**src/verilog/exePkg.sv**
```systemverilog
package exePkg;

  // one machine word and one register index
  localparam int dataWidth    = 32;
  localparam int regAddrWidth = 5;

  typedef enum logic [3:0]
  {
    opAdd    = 4'd0,
    opSub    = 4'd1,
    opAnd    = 4'd2,
    opOr     = 4'd3,
    opXor    = 4'd4,
    opSll    = 4'd5,
    opSrl    = 4'd6,
    opSra    = 4'd7,
    opSetEq  = 4'd8,
    opSetNe  = 4'd9,
    opSetLtu = 4'd10,
    opSetLts = 4'd11
  } aluOpT;

  // write-back source
  typedef enum logic [1:0]
  {
    resAdder = 2'd0,
    resLogic = 2'd1,
    resShift = 2'd2,
    resMove  = 2'd3
  } resultSelT;

  // bit 2 selects sign extension, bits 1:0 give the size
  typedef enum logic [2:0]
  {
    noLoad       = 3'b000,
    loadByteZero = 3'b001,
    loadByteSign = 3'b101,
    loadHalfZero = 3'b010,
    loadHalfSign = 3'b110,
    loadWordZero = 3'b011,
    loadWordSign = 3'b111
  } loadKindT;

  typedef enum logic [2:0]
  {
    noStore   = 3'b000,
    storeByte = 3'b001,
    storeHalf = 3'b010,
    storeWord = 3'b011,
    storeSwap = 3'b101
  } storeKindT;

endpackage
```
**src/verilog/executionUnit.sv**
```systemverilog
`timescale 1ns/100ps

module executionUnit
(
  input  logic                            clock,
  input  logic                            rstN,
  input  logic [exePkg::dataWidth-1:0]    operandA,
  input  logic [exePkg::dataWidth-1:0]    operandB,
  input  logic [exePkg::dataWidth-1:0]    storeDataIn,
  input  logic [exePkg::dataWidth-1:0]    forwardedOperandA,
  input  logic [exePkg::dataWidth-1:0]    forwardedOperandB,
  input  logic [exePkg::dataWidth-1:0]    forwardedStoreData,
  input  logic                            useForwardedOpA,
  input  logic                            useForwardedOpB,
  input  logic                            useForwardedStoreData,
  input  logic                            protectRegA,
  input  logic                            protectRegB,
  input  exePkg::aluOpT                   aluOp,
  input  exePkg::resultSelT               resultSelection,
  input  logic [exePkg::regAddrWidth-1:0] destination,
  input  logic                            weDestination,
  input  exePkg::loadKindT                load,
  input  exePkg::storeKindT               store,
  input  logic                            stall,
  input  logic                            flush,
  input  logic                            resetLoad,
  output logic [exePkg::dataWidth-1:0]    writeData,
  output logic [exePkg::regAddrWidth-1:0] writeAddress,
  output logic                            writeEnable,
  output logic                            flagOut,
  output logic                            weFlag,
  output logic [exePkg::dataWidth-1:0]    memoryAddress,
  output logic [exePkg::dataWidth-1:0]    dataOut,
  output exePkg::loadKindT                memoryLoad,
  output exePkg::storeKindT               memoryStore,
  output logic                            alignmentError
);

  logic [exePkg::dataWidth-1:0] resultNext;
  logic                         flagNext;
  logic                         isCompare;
  logic [exePkg::dataWidth-1:0] addressNext;
  logic                         addressValid;
  logic [exePkg::dataWidth-1:0] storeDataNext;
  exePkg::loadKindT             loadReg;
  exePkg::storeKindT            storeReg;

  aluStage alu0
  (
    .operandA(operandA),
    .operandB(operandB),
    .storeDataIn(storeDataIn),
    .forwardedOperandA(forwardedOperandA),
    .forwardedOperandB(forwardedOperandB),
    .forwardedStoreData(forwardedStoreData),
    .useForwardedOpA(useForwardedOpA),
    .useForwardedOpB(useForwardedOpB),
    .useForwardedStoreData(useForwardedStoreData),
    .protectRegA(protectRegA),
    .protectRegB(protectRegB),
    .aluOp(aluOp),
    .resultSelection(resultSelection),
    .load(load),
    .store(store),
    .resultNext(resultNext),
    .flagNext(flagNext),
    .isCompare(isCompare),
    .addressNext(addressNext),
    .addressValid(addressValid),
    .storeDataNext(storeDataNext)
  );

  exeMemRegister exeMem0
  (
    .clock(clock),
    .rstN(rstN),
    .stall(stall),
    .flush(flush),
    .resetLoad(resetLoad),
    .resultNext(resultNext),
    .flagNext(flagNext),
    .isCompare(isCompare),
    .addressNext(addressNext),
    .addressValid(addressValid),
    .storeDataNext(storeDataNext),
    .destination(destination),
    .weDestination(weDestination),
    .load(load),
    .store(store),
    .writeData(writeData),
    .writeAddress(writeAddress),
    .writeEnable(writeEnable),
    .flagOut(flagOut),
    .weFlag(weFlag),
    .memoryAddress(memoryAddress),
    .dataOut(dataOut),
    .loadReg(loadReg),
    .storeReg(storeReg)
  );

  memoryRequest memReq0
  (
    .memoryAddress(memoryAddress),
    .loadReg(loadReg),
    .storeReg(storeReg),
    .memoryLoad(memoryLoad),
    .memoryStore(memoryStore),
    .alignmentError(alignmentError)
  );

endmodule

```
**src/verilog/memoryRequest.sv**
```systemverilog
`timescale 1ns/100ps

module memoryRequest
(
  input  logic [exePkg::dataWidth-1:0] memoryAddress,
  input  exePkg::loadKindT             loadReg,
  input  exePkg::storeKindT            storeReg,
  output exePkg::loadKindT             memoryLoad,
  output exePkg::storeKindT            memoryStore,
  output logic                         alignmentError
);

  logic wordAccess;
  logic halfAccess;

  assign wordAccess = (loadReg == exePkg::loadWordZero) ||
                      (loadReg == exePkg::loadWordSign) ||
                      (storeReg == exePkg::storeWord) ||
                      (storeReg == exePkg::storeSwap);

  assign halfAccess = (loadReg == exePkg::loadHalfZero) ||
                      (loadReg == exePkg::loadHalfSign) ||
                      (storeReg == exePkg::storeHalf);

  assign alignmentError = (wordAccess && (memoryAddress[1:0] != 2'b00)) ||
                          (halfAccess && memoryAddress[0]);

  // the cache never sees a misaligned request
  assign memoryLoad  = alignmentError ? exePkg::noLoad : loadReg;
  assign memoryStore = alignmentError ? exePkg::noStore : storeReg;

endmodule

```
**src/verilog/exeMemRegister.sv**
```systemverilog
`timescale 1ns/100ps

module exeMemRegister
(
  input  logic                            clock,
  input  logic                            rstN,
  input  logic                            stall,
  input  logic                            flush,
  input  logic                            resetLoad,
  input  logic [exePkg::dataWidth-1:0]    resultNext,
  input  logic                            flagNext,
  input  logic                            isCompare,
  input  logic [exePkg::dataWidth-1:0]    addressNext,
  input  logic                            addressValid,
  input  logic [exePkg::dataWidth-1:0]    storeDataNext,
  input  logic [exePkg::regAddrWidth-1:0] destination,
  input  logic                            weDestination,
  input  exePkg::loadKindT                load,
  input  exePkg::storeKindT               store,
  output logic [exePkg::dataWidth-1:0]    writeData,
  output logic [exePkg::regAddrWidth-1:0] writeAddress,
  output logic                            writeEnable,
  output logic                            flagOut,
  output logic                            weFlag,
  output logic [exePkg::dataWidth-1:0]    memoryAddress,
  output logic [exePkg::dataWidth-1:0]    dataOut,
  output exePkg::loadKindT                loadReg,
  output exePkg::storeKindT               storeReg
);

  // write-back control
  always_ff @(posedge clock)
  begin
    if (!rstN)
    begin
      writeEnable <= 1'b0;
      weFlag      <= 1'b0;
    end
    else if (!stall)
    begin
      writeEnable <= weDestination & ~flush;
      weFlag      <= isCompare & ~flush;
    end
  end

  // resetLoad cancels the memory request even while stalled
  always_ff @(posedge clock)
  begin
    if (!rstN || resetLoad)
    begin
      loadReg  <= exePkg::noLoad;
      storeReg <= exePkg::noStore;
    end
    else if (!stall)
    begin
      if (flush)
      begin
        loadReg  <= exePkg::noLoad;
        storeReg <= exePkg::noStore;
      end
      else
      begin
        loadReg  <= load;
        storeReg <= store;
      end
    end
  end

  always_ff @(posedge clock)
  begin
    if (!stall)
    begin
      writeData    <= resultNext;
      writeAddress <= destination;
      flagOut      <= flagNext;
    end
  end

  // address and store data only move for a memory operation
  always_ff @(posedge clock)
  begin
    if (!stall && addressValid)
    begin
      memoryAddress <= addressNext;
      dataOut       <= storeDataNext;
    end
  end

  property stallHolds;
    @(posedge clock)
      rstN && stall |=> $stable(writeData) && $stable(writeAddress) &&
        $stable(writeEnable) && $stable(flagOut) && $stable(weFlag) &&
        $stable(memoryAddress) && $stable(dataOut) &&
        ($past(resetLoad) || ($stable(loadReg) && $stable(storeReg)));
  endproperty

  assert property (stallHolds)
  else $error("pipeline register changed during stall");

  assert property (@(posedge clock) !rstN |=> !writeEnable && !weFlag)
  else $error("write enables active after reset");

endmodule

```
**src/verilog/aluStage.sv**
```systemverilog
`timescale 1ns/100ps

module aluStage
(
  input  logic [exePkg::dataWidth-1:0] operandA,
  input  logic [exePkg::dataWidth-1:0] operandB,
  input  logic [exePkg::dataWidth-1:0] storeDataIn,
  input  logic [exePkg::dataWidth-1:0] forwardedOperandA,
  input  logic [exePkg::dataWidth-1:0] forwardedOperandB,
  input  logic [exePkg::dataWidth-1:0] forwardedStoreData,
  input  logic                         useForwardedOpA,
  input  logic                         useForwardedOpB,
  input  logic                         useForwardedStoreData,
  input  logic                         protectRegA,
  input  logic                         protectRegB,
  input  exePkg::aluOpT                aluOp,
  input  exePkg::resultSelT            resultSelection,
  input  exePkg::loadKindT             load,
  input  exePkg::storeKindT            store,
  output logic [exePkg::dataWidth-1:0] resultNext,
  output logic                         flagNext,
  output logic                         isCompare,
  output logic [exePkg::dataWidth-1:0] addressNext,
  output logic                         addressValid,
  output logic [exePkg::dataWidth-1:0] storeDataNext
);

  logic [exePkg::dataWidth-1:0] opA;
  logic [exePkg::dataWidth-1:0] opB;
  logic [exePkg::dataWidth-1:0] adderSum;
  logic [exePkg::dataWidth-1:0] logicResult;
  logic [exePkg::dataWidth-1:0] shiftResult;
  logic [4:0]                   shiftAmount;
  logic                         subtract;
  logic                         lessUnsigned;
  logic                         lessSigned;

  // a protected register ignores the forward path
  assign opA = (useForwardedOpA && !protectRegA) ? forwardedOperandA : operandA;
  assign opB = (useForwardedOpB && !protectRegB) ? forwardedOperandB : operandB;
  assign storeDataNext = useForwardedStoreData ? forwardedStoreData : storeDataIn;

  always_comb
  begin
    case (aluOp)
      exePkg::opSetEq, exePkg::opSetNe, exePkg::opSetLtu, exePkg::opSetLts:
        isCompare = 1'b1;
      default:
        isCompare = 1'b0;
    endcase
  end

  assign subtract = (aluOp == exePkg::opSub) || isCompare;
  assign adderSum = opA + (subtract ? ~opB : opB) + exePkg::dataWidth'(subtract);

  // compares come from the difference sign and need no carry
  assign lessUnsigned = (opA[31] != opB[31]) ? opB[31] : adderSum[31];
  assign lessSigned   = (opA[31] != opB[31]) ? opA[31] : adderSum[31];

  always_comb
  begin
    case (aluOp)
      exePkg::opSetEq:  flagNext = (adderSum == '0);
      exePkg::opSetNe:  flagNext = (adderSum != '0);
      exePkg::opSetLtu: flagNext = lessUnsigned;
      exePkg::opSetLts: flagNext = lessSigned;
      default:          flagNext = 1'b0;
    endcase
  end

  always_comb
  begin
    case (aluOp)
      exePkg::opAnd: logicResult = opA & opB;
      exePkg::opOr:  logicResult = opA | opB;
      default:       logicResult = opA ^ opB;
    endcase
  end

  assign shiftAmount = opB[4:0];

  always_comb
  begin
    case (aluOp)
      exePkg::opSrl: shiftResult = opA >> shiftAmount;
      exePkg::opSra: shiftResult = $signed(opA) >>> shiftAmount;
      default:       shiftResult = opA << shiftAmount;
    endcase
  end

  always_comb
  begin
    case (resultSelection)
      exePkg::resLogic: resultNext = logicResult;
      exePkg::resShift: resultNext = shiftResult;
      exePkg::resMove:  resultNext = opB;
      default:          resultNext = adderSum;
    endcase
  end

  // swap addresses memory through operand A directly
  assign addressNext  = (store == exePkg::storeSwap) ? opA : adderSum;
  assign addressValid = (load != exePkg::noLoad) || (store != exePkg::noStore);

endmodule

```
**config.mk**
```make
export PLATFORM = sky130hd
export DESIGN_NAME = executionUnit
export DESIGN_NICKNAME = d
export VERILOG_FILES = /design/src/verilog/exePkg.sv /design/src/verilog/executionUnit.sv /design/src/verilog/memoryRequest.sv /design/src/verilog/exeMemRegister.sv /design/src/verilog/aluStage.sv
export SDC_FILE = /design/constraint.sdc
export NUM_CORES = 1
export LEC_CHECK = 0
export BUFFER_PORTS_ARGS = -buffer_cell sky130_fd_sc_hd__buf_2
export CAP_MARGIN = 20
export CORE_MARGIN = 3
export CORE_UTILIZATION = 55
export CTS_CLUSTER_SIZE = 28
export DETAILED_ROUTE_END_ITERATION = 16
export PLACE_DENSITY = 0.88
export REMOVE_ABC_BUFFERS = 1
export SETUP_SLACK_MARGIN = 0.4
export SLEW_MARGIN = 20
export SYNTH_ARGS = -nofsm -noshare
export SYNTH_HDL_FRONTEND = slang
export SYNTH_SLANG_ARGS = --single-unit
```
**constraint.sdc**
```tcl
create_clock -name clock -period 11.7 [get_ports clock]
set_input_delay 0.585 -clock clock [delete_from_list [all_inputs] [get_ports clock]]
set_output_delay 0.585 -clock clock [all_outputs]
set_load 0.01 [all_outputs]
```
==> flow_summary.json <==
{
  "routed_wl_um": 53500,
  "dr.first_iter.drc_count": 1665,
  "placement_rows": 56,
  "holdBufCountCts": 0,
  "timing_worst_slew_pin_value_ns": 1.11,
  "routedWlPerCell_um": 24.3,
  "critPathKind": "input port to flip-flop",
  "path_cells": "buf_2, nor2b_4, buf_4, mux2_2, buf_4, inv_1, buf_4, xnor2_1, ha_1, nor2_1, a211oi_1, o311ai_0, o311ai_1, xor2_1, nand4bb_1, or4_1, o31a_1, nor3_1",
  "period_needed_ns": 6.23,
  "ys_warnings": 0,
  "power_frac_seq_pct": 28.6,
  "syn_inst": 1609,
  "final_layout_size_suffix_gt1_share_pct": 26.5,
  "latest_clock_arrival_within_the_worst_skew_pair_ns": 0.36,
  "buffer_ports.inserted": 330,
  "cts_max_path_buffers": 2,
  "layout_setup_ws_ns": 5.47,
  "place.detailed.hpwl_um": 40400,
  "intPower_mw": 1.05,
  "worst-endpoint-arrival_ns": 6.45,
  "placed_cells_incl_taps": 2174,
  "maxSlewHeadroom_pct": 25.8,
  "setup_repair_after_global_routing_missed_its_margin": "no",
  "grt_use_total_pct": 38.7,
  "setup-tns-final_ns": 0,
  "cap_viol_max_count": 0,
  "timing.fmax_mhz": 160,
  "detail_route.drc_violations": 0,
  "floorplan.core_area_um2": 23800,
  "area_used_by_multi_input_combinational_logic_um2": 9480,
  "timing.critical_path.slowest_cell_delay_ns": 0.68,
  "via_per_inst": 6.47,
  "final_clock_period_utilization_by_the_worst_path_pct": 53.3,
  "floorplan.io_pins": 331,
  "drv_slew": 0,
  "worst_setup_path_startpoint": "protectRegB",
  "power_density_nw_per_um2": 119,
  "cts_tree": "built",
  "clock_root_buffer": "sky130_fd_sc_hd__clkbuf_16",
  "numClockSinks": 110,
  "start_util_pct": 56.6,
  "yosys_most_used_dff": "sky130_fd_sc_hd__edfxtp_1",
  "finalClockSkew_ns": 0,
  "die_area_um2": 26500,
  "register_area_um2": 3220,
  "avgSynthCellArea_um2": 8.39,
  "final_nets": 2182,
  "clock_power_share_pct": 17.1,
  "number_of_filler_instances_in_the_final_layout": 2047,
  "die_x_um": 163,
  "power.leakage_nw": 7.16,
  "cts_clock_pin_slew_for_the_worst_setup_and_hold_paths_ns": 0.09,
  "synth-edff-count": 102,
  "cpMostUsedCell": "sky130_fd_sc_hd__buf_4",
  "critical_path.endpoint_type": "flip-flop",
  "finalSetupViolCount": 0,
  "postCtsResizedCells": 0,
  "areaGrowthSynthToFinish_pct": 16.1,
  "firstDrtPassIters": 6,
  "cell_with_the_largest_stage_delay_on_the_worst_path": "sky130_fd_sc_hd__o311ai_1",
  "vdd_drop_max_v": 0.0000713,
  "cp_data_required_time_ns": 11.91,
  "dpl_worst_slack_ns": 5.04,
  "postCtsSetupRepairBufs": 0,
  "share_comb_of_total_power_pct": 54.3,
  "globalRoute.totalOverflow": 0,
  "die_h_um": 163,
  "synth.cell_area_um2": 13500,
  "grt_first_pass_wirelength_um": 78900,
  "swShare_pct": 43.9,
  "synth-seq-area-share_pct": 23.9,
  "start_kind": "input port",
  "cts_inserted_buffers": 9,
  "run_status": "completed",
  "final_common_cell": "sky130_fd_sc_hd__buf_2",
  "layout.cells.most_common_list": "330 x sky130_fd_sc_hd__buf_2, 208 x sky130_fd_sc_hd__nand2_1, 173 x sky130_fd_sc_hd__mux2i_1",
  "worstReg2RegStart": "exeMem0.weFlag",
  "hold_ws_ns": 0.395,
  "cp_max_fo": 66,
  "grt_start_max_net_pins": 75,
  "synth.distinct_cells": 79,
  "gpl.final_weighted_congestion": 0.986,
  "detailroute.via_count": 14210,
  "switchingPower_mw": 0.819,
  "grt_pass1_vias": 13654,
  "async_flop_share_pct": 0,
  "cts_max_level": 3,
  "hold_start": "destination[3]",
  "postSynthRegisterBits": 110,
  "hold_path.class": "input port to flip-flop",
  "antenna_found_initial": 8,
  "final_hold_viol_count": 0,
  "route.antenna.remaining_nets": 0,
  "instances_no_fill": 2197
}
layer usage:
| layer | track usage [%] | vias up | wire length [um] |
|---|---|---|---|
| met5 | 0 | - | 0 |
| met4 | 19.8 | 0 | 2940 |
| met3 | 7.35 | 186 | 5790 |
| met2 | 64.0 | 973 | 25000 |
| met1 | 48.3 | 6615 | 19700 |
| li1 | - | 6436 | - |
per-stage QoR:
| step | utilization, % | instance area [um2] | power (mW) |
|---|---|---|---|
| floorplan | - | 13000 | 1.17 |
| global placement | 64.5 | 15400 | 1.51 |
| detailed placement | 64.5 | 15400 | 1.52 |
| CTS | 65.7 | 15700 | 1.84 |
| global route | 65.8 | 15700 | 1.96 |
| finish | 65.8 | 15700 | 1.87 |
worst max-delay path: cells and delay by family:
kind	cells	cell delay (ns)
AO/OA/AOI/OAI	4	1.94
buffers and inverters	5	1.60
AND/OR/NAND/NOR	5	1.12
multiplexers	1	0.40
adder cells (fa/ha/maj)	1	0.40
XOR/XNOR	2	0.33
final cells by class:
class                           instances  area share (%)
Multi-Input combinational cell       1285            60.5
Sequential cell                       110            20.6
Timing Repair Buffer                  362            12.1
Tap cell                              319            2.55
Inverter                               98            2.35
Clock buffer                           10            1.46
Clock inverter                          6           0.399
Antenna cell                            7           0.112
state kept, by name, indices dropped and copies added (netlist names):
| register | flops |
|---|---|
| exeMem0.loadReg | 3 |
| exeMem0.writeAddress | 5 |
| exeMem0.writeData | 32 |
| exeMem0.flagOut | 1 |
| exeMem0.weFlag | 1 |
| exeMem0.storeReg | 3 |
| exeMem0.memoryAddress | 32 |
| exeMem0.dataOut | 32 |
| exeMem0.writeEnable | 1 |
logic make-up (layout without fill, tap and decap cells):
| logic type | count (synthesis) | after routing | share of synthesized area, % |
|---|---|---|---|
| and+or+nand+nor | 432 | 432 | 14.2 |
| xor gates and xnor gates | 53 | 53 | 3.50 |
| DFF | 110 | 110 | 23.9 |
| other | 0 | 7 | 0 |
| buffers and inverters | 214 | 476 | 6.18 |
| muxes | 274 | 274 | 23.1 |
| AOI/OAI and AO/OA | 430 | 430 | 20.2 |
| adders and majority gates | 96 | 96 | 8.96 |
synthesized netlist by cell type (24+ instances only):
library cell | number | share of area [%]
sky130_fd_sc_hd__nand2_1 | 208 | 5.8
sky130_fd_sc_hd__mux2i_1 | 173 | 13
sky130_fd_sc_hd__a211oi_1 | 24 | 1.3
sky130_fd_sc_hd__a21oi_1 | 99 | 3.7
sky130_fd_sc_hd__o21ai_0 | 135 | 5.0
sky130_fd_sc_hd__edfxtp_1 | 102 | 23
sky130_fd_sc_hd__nor2_1 | 91 | 2.5
sky130_fd_sc_hd__nand3_1 | 32 | 1.2
sky130_fd_sc_hd__clkbuf_1 | 81 | 2.3
sky130_fd_sc_hd__o211ai_1 | 29 | 1.6
sky130_fd_sc_hd__inv_1 | 96 | 2.7
sky130_fd_sc_hd__xnor2_1 | 45 | 2.9
sky130_fd_sc_hd__mux2_2 | 78 | 6.5
sky130_fd_sc_hd__ha_1 | 95 | 8.8
power groups by stage:
stage | clock [mW] | combinational, mW | sequential, mW
6_report | 0.319 | 1.01 | 0.534
5_1_grt | 0.334 | 1.09 | 0.539
4_1_cts | 0.316 | 0.985 | 0.534
3_5_place_dp | 0 | 0.980 | 0.543
3_3_place_gp | 0 | 0.965 | 0.542
2_1_floorplan | 0 | 0.596 | 0.576
worst paths after layout:
check / to / slack, ns / cells after the start
max: exeMem0.flagOut / 5.47 / 18
min: exeMem0.writeAddress[3] / 0.40 / 1
max reg2reg: exeMem0.weFlag / 11.04 / 2
min reg2reg: exeMem0.loadReg[1] / 0.52 / 2
Power figures use the tool's default switching activity.
